==> src/rtl/mipsPkg.sv <==
package mipsPkg;

  //////////////////////////////
  // widths
  //////////////////////////////

  localparam int dataWidth    = 32; // machine word
  localparam int regAddrWidth = 5;  // 32 registers

  //////////////////////////////
  // instruction fields
  //////////////////////////////

  typedef enum logic [5:0] {
    opRType  = 6'b000000, // split further by funct
    opRegImm = 6'b000001, // bgez and bltz by rt
    opJ      = 6'b000010,
    opJal    = 6'b000011,
    opBeq    = 6'b000100,
    opBne    = 6'b000101,
    opBlez   = 6'b000110,
    opBgtz   = 6'b000111,
    opAddi   = 6'b001000,
    opSlti   = 6'b001010,
    opAndi   = 6'b001100,
    opOri    = 6'b001101,
    opXori   = 6'b001110,
    opMul    = 6'b011100, // SPECIAL2
    opLb     = 6'b100000,
    opLh     = 6'b100001,
    opLw     = 6'b100011,
    opSb     = 6'b101000,
    opSh     = 6'b101001,
    opSw     = 6'b101011
  } opcodeT;

  typedef enum logic [5:0] {
    fnSll = 6'b000000,
    fnSrl = 6'b000010,
    fnJr  = 6'b001000,
    fnMul = 6'b011000, // mul itself decodes by opcode
    fnAdd = 6'b100000,
    fnSub = 6'b100010,
    fnAnd = 6'b100100,
    fnOr  = 6'b100101,
    fnXor = 6'b100110,
    fnSlt = 6'b101010
  } functT;

  //////////////////////////////
  // control encodings
  //////////////////////////////

  typedef enum logic [3:0] {
    aluAdd   = 4'b0000, // address calc
    aluAddI  = 4'b0001,
    aluFunct = 4'b0010, // resolved by funct
    aluGez   = 4'b0011,
    aluEq    = 4'b0100,
    aluNe    = 4'b0101,
    aluGtz   = 4'b0110,
    aluLez   = 4'b0111,
    aluLtz   = 4'b1000,
    aluPass  = 4'b1001,
    aluAnd   = 4'b1010,
    aluOr    = 4'b1011,
    aluXor   = 4'b1100,
    aluSlt   = 4'b1101,
    aluMul   = 4'b1111
  } aluOpT;

  typedef enum logic [1:0] {
    brNone = 2'd0, // pc + 4
    brJump = 2'd1, // j / jal
    brReg  = 2'd2, // jr
    brCond = 2'd3  // taken on condTrue
  } branchT;

endpackage

==> src/rtl/ctrlIf.sv <==
`timescale 1ns/1ps

interface ctrlIf;
  import mipsPkg::*;

  logic   regDst;     // write rd instead of rt
  logic   memRead;    // load
  logic   memToReg;   // writeback from memory
  aluOpT  aluOp;
  logic   memWrite;   // store
  logic   aluSrc;     // second operand is the immediate
  logic   regWrite;
  branchT branchType;
  logic   jal;        // link into r31

  modport decoder (
    output regDst, memRead, memToReg, aluOp, memWrite,
    output aluSrc, regWrite, branchType, jal
  );

  modport sink (
    input regDst, memRead, memToReg, aluOp, memWrite,
    input aluSrc, regWrite, branchType, jal
  );

endinterface

==> src/rtl/alu.sv <==
`timescale 1ns/1ps

module alu (
  input  logic [mipsPkg::dataWidth-1:0] opA,
  input  logic [mipsPkg::dataWidth-1:0] opB,
  input  logic [4:0]                    shamt,
  input  mipsPkg::functT                funct,
  ctrlIf.sink                           ctl,
  output logic [mipsPkg::dataWidth-1:0] result,
  output logic                          condTrue
);
  import mipsPkg::*;

  logic signedLt; // signed opA < opB
  logic aNeg;
  logic aZero;

  assign signedLt = $signed(opA) < $signed(opB);
  assign aNeg     = opA[dataWidth-1];
  assign aZero    = (opA == '0);

  //////////////////////////////
  // result path
  //////////////////////////////
  always_comb begin
    result = '0;
    case (ctl.aluOp)
      aluAdd, aluAddI: result = opA + opB;
      aluAnd:          result = opA & opB;
      aluOr:           result = opA | opB;
      aluXor:          result = opA ^ opB;
      aluSlt:          result = {{(dataWidth-1){1'b0}}, signedLt};
      aluMul:          result = opA * opB; // low word only
      aluPass:         result = opA;
      aluFunct: begin
        case (funct)
          fnAdd:   result = opA + opB;
          fnSub:   result = opA - opB;
          fnAnd:   result = opA & opB;
          fnOr:    result = opA | opB;
          fnXor:   result = opA ^ opB;
          fnSlt:   result = {{(dataWidth-1){1'b0}}, signedLt};
          fnSll:   result = opB << shamt; // shifts act on rt
          fnSrl:   result = opB >> shamt;
          default: result = '0;
        endcase
      end
      default: result = '0; // compares give no result
    endcase
  end

  //////////////////////////////
  // branch compare
  //////////////////////////////
  always_comb begin
    case (ctl.aluOp)
      aluEq:   condTrue = (opA == opB);
      aluNe:   condTrue = (opA != opB);
      aluGez:  condTrue = !aNeg;
      aluGtz:  condTrue = !aNeg && !aZero;
      aluLez:  condTrue = aNeg || aZero;
      aluLtz:  condTrue = aNeg;
      default: condTrue = 1'b0;
    endcase
  end

endmodule

==> src/rtl/controller.sv <==
`timescale 1ns/1ps

module controller (
  input  mipsPkg::opcodeT              opcode,
  input  mipsPkg::functT               funct,
  input  logic [4:0]                   regImm,    // rt field
  input  logic [mipsPkg::dataWidth-1:0] instrWord,
  ctrlIf.decoder                       ctl,
  output logic                         issue
);
  import mipsPkg::*;

  always_comb begin
    // everything inactive unless the opcode says otherwise
    ctl.regDst     = 1'b0;
    ctl.memRead    = 1'b0;
    ctl.memToReg   = 1'b0;
    ctl.aluOp      = aluAdd;
    ctl.memWrite   = 1'b0;
    ctl.aluSrc     = 1'b0;
    ctl.regWrite   = 1'b0;
    ctl.branchType = brNone;
    ctl.jal        = 1'b0;

    case (opcode)
      opRType: begin
        if (funct == fnJr) begin
          ctl.aluOp      = aluPass;
          ctl.branchType = brReg; // no register write
        end else begin
          ctl.regDst   = 1'b1;
          ctl.aluOp    = aluFunct;
          ctl.regWrite = 1'b1;
        end
      end
      opMul: begin
        ctl.regDst   = 1'b1;
        ctl.aluOp    = aluMul;
        ctl.regWrite = 1'b1;
      end

      //////////////////////////////
      // immediate arithmetic
      //////////////////////////////
      opAddi, opAndi, opOri, opXori, opSlti: begin
        ctl.aluSrc   = 1'b1;
        ctl.regWrite = 1'b1;
        case (opcode)
          opAndi:  ctl.aluOp = aluAnd;
          opOri:   ctl.aluOp = aluOr;
          opXori:  ctl.aluOp = aluXor;
          opSlti:  ctl.aluOp = aluSlt;
          default: ctl.aluOp = aluAddI;
        endcase
      end

      //////////////////////////////
      // memory
      //////////////////////////////
      opLw, opLh, opLb: begin
        ctl.memRead  = 1'b1;
        ctl.memToReg = 1'b1;
        ctl.aluSrc   = 1'b1; // base + offset
        ctl.regWrite = 1'b1;
      end
      opSw, opSh, opSb: begin
        ctl.memWrite = 1'b1;
        ctl.aluSrc   = 1'b1;
      end

      //////////////////////////////
      // branches and jumps
      //////////////////////////////
      opRegImm: begin
        if (regImm == 5'b00001) begin // bgez
          ctl.aluOp      = aluGez;
          ctl.branchType = brCond;
        end else if (regImm == 5'b00000) begin // bltz
          ctl.aluOp      = aluLtz;
          ctl.branchType = brCond;
        end
      end
      opBeq, opBne, opBgtz, opBlez: begin
        ctl.branchType = brCond;
        case (opcode)
          opBeq:   ctl.aluOp = aluEq;
          opBne:   ctl.aluOp = aluNe;
          opBgtz:  ctl.aluOp = aluGtz;
          default: ctl.aluOp = aluLez;
        endcase
      end
      opJ: begin
        ctl.aluOp      = aluPass;
        ctl.branchType = brJump;
      end
      opJal: begin
        ctl.aluOp      = aluPass;
        ctl.regWrite   = 1'b1; // return address to r31
        ctl.branchType = brJump;
        ctl.jal        = 1'b1;
      end
      default: ;
    endcase

    // the all-zero word is a no-op, not sll r0
    issue = (instrWord != '0);
    if (!issue) begin
      ctl.regDst     = 1'b0;
      ctl.memRead    = 1'b0;
      ctl.memToReg   = 1'b0;
      ctl.aluOp      = aluAdd;
      ctl.memWrite   = 1'b0;
      ctl.aluSrc     = 1'b0;
      ctl.regWrite   = 1'b0;
      ctl.branchType = brNone;
      ctl.jal        = 1'b0;
    end
  end

endmodule

==> src/rtl/loadStoreUnit.sv <==
`timescale 1ns/1ps

module loadStoreUnit (
  input  logic                          rstN,
  input  mipsPkg::opcodeT               opcode,
  input  logic [mipsPkg::dataWidth-1:0] addr,      // byte address from the alu
  input  logic [mipsPkg::dataWidth-1:0] storeData, // rt value
  input  logic [mipsPkg::dataWidth-1:0] rdata,
  ctrlIf.sink                           ctl,
  output logic [mipsPkg::dataWidth-1:0] memAddr,
  output logic [mipsPkg::dataWidth-1:0] memWdata,
  output logic [3:0]                    memByteEn,
  output logic                          memWrite,
  output logic                          memRead,
  output logic [mipsPkg::dataWidth-1:0] loadData
);
  import mipsPkg::*;

  logic [7:0]  loadByte;
  logic [15:0] loadHalf;

  assign memAddr  = {addr[dataWidth-1:2], 2'b00};
  assign memWrite = ctl.memWrite && rstN; // quiet while in reset
  assign memRead  = ctl.memRead && rstN;

  //////////////////////////////
  // store lanes
  //////////////////////////////
  always_comb begin
    memWdata  = storeData;
    memByteEn = 4'b0000;
    case (opcode)
      opSb: begin
        memWdata  = {4{storeData[7:0]}};
        memByteEn = 4'b0001 << addr[1:0];
      end
      opSh: begin
        memWdata  = {2{storeData[15:0]}};
        memByteEn = addr[1] ? 4'b1100 : 4'b0011;
      end
      opSw: memByteEn = 4'b1111;
      default: ;
    endcase
  end

  //////////////////////////////
  // load extract
  //////////////////////////////
  assign loadByte = rdata[{addr[1:0], 3'b000} +: 8]; // little endian lanes
  assign loadHalf = addr[1] ? rdata[31:16] : rdata[15:0];

  always_comb begin
    case (opcode)
      opLb:    loadData = {{(dataWidth-8){loadByte[7]}}, loadByte};
      opLh:    loadData = {{(dataWidth-16){loadHalf[15]}}, loadHalf};
      default: loadData = rdata; // lw
    endcase
  end

endmodule

==> src/rtl/mipsCore.sv <==
`timescale 1ns/1ps

module mipsCore #(
  parameter logic [mipsPkg::dataWidth-1:0] resetAddr = '0
) (
  input  logic                          clk,
  input  logic                          rstN,
  input  logic [mipsPkg::dataWidth-1:0] instr,
  output logic [mipsPkg::dataWidth-1:0] pc,
  output logic [mipsPkg::dataWidth-1:0] memAddr,
  output logic [mipsPkg::dataWidth-1:0] memWdata,
  output logic [3:0]                    memByteEn,
  output logic                          memWrite,
  output logic                          memRead,
  input  logic [mipsPkg::dataWidth-1:0] memRdata,
  output logic                          issue
);
  import mipsPkg::*;

  ctrlIf ctl ();

  //////////////////////////////
  // instruction fields
  //////////////////////////////
  opcodeT                opcode;
  functT                 funct;
  logic [regAddrWidth-1:0] rs;
  logic [regAddrWidth-1:0] rt;
  logic [regAddrWidth-1:0] rd;
  logic [dataWidth-1:0]  signImm;

  assign opcode  = opcodeT'(instr[31:26]);
  assign funct   = functT'(instr[5:0]);
  assign rs      = instr[25:21];
  assign rt      = instr[20:16];
  assign rd      = instr[15:11];
  assign signImm = {{16{instr[15]}}, instr[15:0]};

  logic [dataWidth-1:0]    rdataA;
  logic [dataWidth-1:0]    rdataB;
  logic [dataWidth-1:0]    aluB;
  logic [dataWidth-1:0]    aluResult;
  logic [dataWidth-1:0]    loadData;
  logic [dataWidth-1:0]    linkAddr;
  logic [dataWidth-1:0]    wbData;
  logic [regAddrWidth-1:0] writeReg;
  logic                    condTrue;

  assign aluB     = ctl.aluSrc ? signImm : rdataB;
  assign writeReg = ctl.jal ? 5'd31 : (ctl.regDst ? rd : rt);
  assign wbData   = ctl.jal ? linkAddr : (ctl.memToReg ? loadData : aluResult);

  controller i_controller (
    .opcode    (opcode),
    .funct     (funct),
    .regImm    (rt),
    .instrWord (instr),
    .ctl       (ctl),
    .issue     (issue)
  );

  regFile i_regFile (
    .clk    (clk),
    .raddrA (rs),
    .raddrB (rt),
    .waddr  (writeReg),
    .wdata  (wbData),
    .wen    (ctl.regWrite),
    .rdataA (rdataA),
    .rdataB (rdataB)
  );

  alu i_alu (
    .opA      (rdataA),
    .opB      (aluB),
    .shamt    (instr[10:6]),
    .funct    (funct),
    .ctl      (ctl),
    .result   (aluResult),
    .condTrue (condTrue)
  );

  loadStoreUnit i_loadStoreUnit (
    .rstN      (rstN),
    .opcode    (opcode),
    .addr      (aluResult),
    .storeData (rdataB),
    .rdata     (memRdata),
    .ctl       (ctl),
    .memAddr   (memAddr),
    .memWdata  (memWdata),
    .memByteEn (memByteEn),
    .memWrite  (memWrite),
    .memRead   (memRead),
    .loadData  (loadData)
  );

  pcUnit #(
    .resetAddr (resetAddr)
  ) i_pcUnit (
    .clk       (clk),
    .rstN      (rstN),
    .immOffset (signImm),
    .jumpIndex (instr[25:0]),
    .regTarget (rdataA),
    .condTrue  (condTrue),
    .ctl       (ctl),
    .pc        (pc),
    .linkAddr  (linkAddr)
  );

endmodule

==> src/rtl/pcUnit.sv <==
`timescale 1ns/1ps

module pcUnit #(
  parameter logic [mipsPkg::dataWidth-1:0] resetAddr = '0
) (
  input  logic                          clk,
  input  logic                          rstN,
  input  logic [mipsPkg::dataWidth-1:0] immOffset, // sign-extended, in words
  input  logic [25:0]                   jumpIndex,
  input  logic [mipsPkg::dataWidth-1:0] regTarget, // rs for jr
  input  logic                          condTrue,
  ctrlIf.sink                           ctl,
  output logic [mipsPkg::dataWidth-1:0] pc,
  output logic [mipsPkg::dataWidth-1:0] linkAddr
);
  import mipsPkg::*;

  logic [dataWidth-1:0] pcPlus4;
  logic [dataWidth-1:0] branchTarget;
  logic [dataWidth-1:0] nextPc;

  assign pcPlus4      = pc + 32'd4;
  assign branchTarget = pcPlus4 + {immOffset[dataWidth-3:0], 2'b00};
  assign linkAddr     = pcPlus4;

  always_comb begin
    case (ctl.branchType)
      brJump:  nextPc = {pcPlus4[dataWidth-1:28], jumpIndex, 2'b00}; // same 256MB region
      brReg:   nextPc = regTarget;
      brCond:  nextPc = condTrue ? branchTarget : pcPlus4;
      default: nextPc = pcPlus4;
    endcase
  end

  //////////////////////////////
  // pc register
  //////////////////////////////
  always_ff @(posedge clk) begin
    if (!rstN) begin
      pc <= resetAddr;
    end else begin
      pc <= nextPc;
    end
  end

endmodule

==> src/rtl/regFile.sv <==
`timescale 1ns/1ps

module regFile (
  input  logic                             clk,
  input  logic [mipsPkg::regAddrWidth-1:0] raddrA,
  input  logic [mipsPkg::regAddrWidth-1:0] raddrB,
  input  logic [mipsPkg::regAddrWidth-1:0] waddr,
  input  logic [mipsPkg::dataWidth-1:0]    wdata,
  input  logic                             wen,
  output logic [mipsPkg::dataWidth-1:0]    rdataA,
  output logic [mipsPkg::dataWidth-1:0]    rdataB
);
  import mipsPkg::*;

  localparam int numRegs = 2 ** regAddrWidth;

  logic [dataWidth-1:0] regs [numRegs];

  always_ff @(posedge clk) begin
    if (wen) begin
      regs[waddr] <= wdata; // r0 write lands but is never seen
    end
  end

  // reads see the value from before this edge
  assign rdataA = (raddrA == '0) ? '0 : regs[raddrA];
  assign rdataB = (raddrB == '0) ? '0 : regs[raddrB];

endmodule

==> config.mk <==
export PLATFORM = sky130hd
export DESIGN_NAME = mipsCore
export DESIGN_NICKNAME = d
export VERILOG_FILES = /design/src/rtl/mipsPkg.sv /design/src/rtl/ctrlIf.sv /design/src/rtl/alu.sv /design/src/rtl/controller.sv /design/src/rtl/loadStoreUnit.sv /design/src/rtl/mipsCore.sv /design/src/rtl/pcUnit.sv /design/src/rtl/regFile.sv
export SDC_FILE = /design/constraint.sdc
export NUM_CORES = 2
export LEC_CHECK = 0
export BUFFER_PORTS_ARGS = -buffer_cell sky130_fd_sc_hd__buf_2
export CAP_MARGIN = 0
export CORE_MARGIN = 1.5
export CORE_UTILIZATION = 70
export CTS_CLUSTER_DIAMETER = 40
export DETAILED_ROUTE_END_ITERATION = 6
export GPL_TIMING_DRIVEN = 0
export PLACE_DENSITY = 0.89
export SYNTH_ARGS = -nofsm -noshare
export SYNTH_HDL_FRONTEND = slang
export SYNTH_HIERARCHICAL = 1
export SYNTH_SLANG_ARGS = --single-unit
==> constraint.sdc <==
create_clock -name clk -period 21 [get_ports clk]
set_input_delay 2.1 -clock clk [delete_from_list [all_inputs] [get_ports clk]]
set_output_delay 2.1 -clock clk [all_outputs]
set_load 0.005 [all_outputs]
==> results_dict.tcl, run 1 <==
set metrics [dict create \
    cts.sinks 1056 \
    yosys-top-cells-area "edfxtp_1, mux4_2, fa_1" \
    synth_cell_types 114 \
    clock_tree.buffer_depth 3 \
    failing_step "global routing (5_1_grt)" \
    synthCells 6446 \
    post-place-ws_ns 2.76 \
    grt-ovfl-total 4303 \
    cts_buffers 120 \
    grt_pass1_vias 86859 \
    pin_count 169 \
    routabilityCongestion 1.20 \
    synth_top_flop_cell "edfxtp_1" \
    dp.cells 8199 \
    placed_area_sq_mm 0.0832 \
    cts-root-buf "clkbuf_16" \
    dieWidth_microns 337 \
    outcome "did not finish" \
    grt_pass1_wl_microns 738000 \
    htree_num_levels 3 \
    error "[ERROR GRT-0116] Global routing finished with congestion. Check the congestion regions in the DRC Viewer." \
    grt_max_degree 33 \
    start_util 0.706 \
    yosys.area.top_type_share 0.393 \
    synth_edf_count 1024 \
    postCtsSetupRepairBufs 0 \
    post_cts_resized 0 \
    syn_area_sq_mm 0.0783 \
    track_usage 0.942 \
    ys_seq_area_frac 0.401 \
    synth_top_area_cell "edfxtp_1" \
    rows 122 \
    ys_ff_latch 1056 \
    ys_warn_count 6 \
    dpl.hpwl_microns 315000 \
    async_flop_share 0 \
    portBuffers 166 \
    cts_hold_buf 0 \
    die_h_microns 337 \
    avgSynthCellArea_sq_um 12.1 \
]
logic make-up after synthesis:
group,after synthesis,share of synthesized area
and+or+nand+nor,1434,0.0818
AOI/OAI and AO/OA,1225,0.110
buffers and inverters,1079,0.0593
DFF,1056,0.401
muxes,821,0.183
adders and majority gates,668,0.146
xor gates and xnor gates,162,0.0186
other,1,0.0000479
Yosys cell counts (all sizes together) (70+ instances only):
cell / number
edfxtp: 1024
mux2: 70
a21oi: 254
nor3: 85
nand2: 472
clkbuf: 286
a211oi: 73
xnor2: 116
mux4: 477
inv: 550
buf: 229
fa: 411
o21ai: 207
nor2: 575
ha: 257
a22o: 74
o22ai: 82
mux2i: 274
a221oi: 76
routing by layer:
| layer | global-route usage | GRT overflow |
|---|---|---|
| met1 | 0.928 | 587 |
| met2 | 1.04 | 2129 |
| met3 | 0.855 | 441 |
| met4 | 0.946 | 1063 |
| met5 | 0.727 | 83 |
stage by stage:
stage | hold WS, ns | setup TNS [ns]
2_1_floorplan | 0.459 | 0
3_3_place_gp | 0.500 | -30.62
3_5_place_dp | 0.523 | 0
4_1_cts | 0.556 | 0
==> inputs of run 2 (changes only) <==
- CORE_UTILIZATION: 70 -> 40
- CTS_CLUSTER_DIAMETER: 40 -> unset
- PLACE_DENSITY: 0.89 -> unset
- PLACE_DENSITY_LB_ADDON: unset -> 0.15
==> results_dict.tcl, run 2 <==
set metrics [dict create \
    period_needed_ns 20.08 \
    min_path_type "reg -> reg" \
    route.detailed.drc 3 \
    cts.clk_slew.worst_paths_ns 0.07 \
    grt_pass1_vias 60893 \
    dpl.hpwl_microns 298000 \
    antenna_found_initial 16 \
    max_slew.worst_pin.slew_ns 1.64 \
    cts_buffers 110 \
    drive_gt1_frac 0.182 \
    start_util 0.402 \
    register_area_sq_mm 0.0314 \
    synth_top_flop_cell "edfxtp_1" \
    routabilityCongestion 1.06 \
    largest_register "i_regFile/regs" \
    ys_warn_count 6 \
    yosys.area.top_type_share 0.393 \
    ys_ff_latch 1056 \
    reg2reg_slack_ns 6.32 \
    dr.pass1.iters 7 \
    layout_commonest_cell "edfxtp_1" \
    cts-root-buf "clkbuf_16" \
    cp.required_ns 18.90 \
    drt-wirelength-per-cell_microns 41.2 \
    grt_max_degree 33 \
    viasPerCell 6.58 \
    cts_tree "built" \
    cts.sinks 1056 \
    rows 162 \
    synthCells 6446 \
    track_usage 0.388 \
    avgSynthCellArea_sq_um 12.1 \
    vias 62202 \
    die_h_microns 445 \
    grt_pass1_wl_microns 522000 \
    synth_edf_count 1024 \
    pin_count 169 \
    crit_type "in -> out" \
    r2r_end "i_regFile/regs[25][30]" \
    grt-ovfl-total 0 \
    totalWireLength_microns 389000 \
    multi_input_area_sq_mm 0.0429 \
    fillers 17994 \
    setup_viol 0 \
    rr_worst_depth 30 \
    postCtsSetupRepairBufs 0 \
    crit_slowest_cell "o21ai_0" \
    fmax_mhz 49.8 \
    whs_ns 0.562 \
    fin_crit_sh 0.956 \
    dieWidth_microns 445 \
    ys_top_cells_by_count "edfxtp_1, nor2_1, inv_1, mux4_2, nand2_1" \
    hold_viol 0 \
    outcome "finished, violations left" \
    dieArea_sq_mm 0.198 \
    max_slew_margin -0.0980 \
    endpoint_kind "primary output" \
    holdCritStartpoint "i_pcUnit/pc[0]" \
    placed_area_sq_mm 0.0846 \
    final_antenna_net_count 0 \
    r2r_start "i_regFile/regs[31][16]" \
    maxCapViolCount 8 \
    ys_seq_area_frac 0.401 \
    synth_top_area_cell "edfxtp_1" \
    portBuffers 166 \
    post_cts_resized 0 \
    cp_max_fo 10 \
    fin_nets 7551 \
    async_flop_share 0 \
    yosysMostFrequentCell "edfxtp_1" \
    syn_to_final_growth_pct 12.5 \
    syn_area_sq_mm 0.0783 \
    cts_hold_buf 0 \
    rsz0062_at_grt "false" \
    yosys-top-cells-area "edfxtp_1, mux4_2, fa_1" \
    crit_path_start_kind "primary input" \
    finClkSkew_ns 0.0587 \
    worstPathArrival_ns 17.98 \
    core-area_sq_mm 0.195 \
    clock_latency_ns 0.76 \
    mostFrequentLayoutCells "edfxtp_1, inv_1, nor2_1, mux4_2, nand2_1" \
    reg_top3 "i_regFile/regs x1024, i_pcUnit/pc x32" \
    synth_cell_types 114 \
    design_area_sq_mm 0.0881 \
    clock_tree.buffer_depth 3 \
    final-max-slew-violation-count 20 \
    crit_top_cell "fa_1" \
    drtIter0Drc 8414 \
    cpPeakStageDelay_ns 1.15 \
    largest_register_ffs 1024 \
    holdPathEnd "i_pcUnit/pc[0]" \
    violations "DRC, capacitance limit, slew limit" \
    hold_depth 2 \
    htree_num_levels 3 \
]
[run 2: worst max-delay path by stage]
stage | from | endpoint | slack, ns | cells after the start
detailed placement | instr[18] | memAddr[30] | 1.60 | 34
global placement | instr[21] | i_regFile/regs[26][31] | -3.91 | 31
global route | instr[18] | memAddr[30] | 1.26 | 34
finish | instr[18] | memAddr[30] | 0.92 | 34
floorplan | instr[16] | memAddr[26] | 7.92 | 34
CTS | instr[18] | memAddr[30] | 1.57 | 34
[run 2: worst max-delay path, delay by kind of cell]
family	cells	cell delay (ns)
simple gates	4	2.63
fa+ha+maj	9	4.26
buf+inv	14	4.04
compound gates	7	4.85
[run 2: cells by family (layout without fill, tap and decap cells)]
family | count (synthesis) | in the layout | synth area share
AND/OR/NAND/NOR | 1434 | 1434 | 0.0818
buffers and inverters | 1079 | 1540 | 0.0593
other | 1 | 9 | 0.0000479
adder cells (fa/ha/maj) | 668 | 668 | 0.146
flip-flops | 1056 | 1056 | 0.401
AO/OA/AOI/OAI | 1225 | 1225 | 0.110
XOR/XNOR | 162 | 162 | 0.0186
multiplexers | 821 | 821 | 0.183
[run 2: layer usage]
layer,track usage,wire length [microns],vias to the layer above
li1,-,-,24831
met1,0.488,144000,32219
met2,0.589,172000,4137
met3,0.0885,39700,1005
met4,0.278,34100,10
met5,0,64,-
[run 2: area by class of cell]
cell class	instances	area share
Antenna cell	7	0.000199
Clock buffer	138	0.0332
Tap cell	2542	0.0361
Clock inverter	65	0.00602
Timing Repair Buffer	258	0.0283
Multi-Input combinational cell	4312	0.487
Inverter	564	0.0240
Buffer	515	0.0287
Sequential cell	1056	0.356
[run 2: per-stage QoR]
stage | setup WS [ns] | TNS, ns | util | std cells
finish | 0.924 | 0 | 0.453 | 9457
global route | 1.26 | 0 | 0.453 | 9450
CTS | 1.57 | 0 | 0.452 | 9449
detailed placement | 1.60 | 0 | 0.435 | 9246
global placement | -3.91 | -806.70 | 0.423 | 9155
floorplan | 7.92 | 0 | - | 6447
Power of run 2 is not shown: default switching activity piles up to over one toggle a cycle in this logic, so the estimate is an artifact.
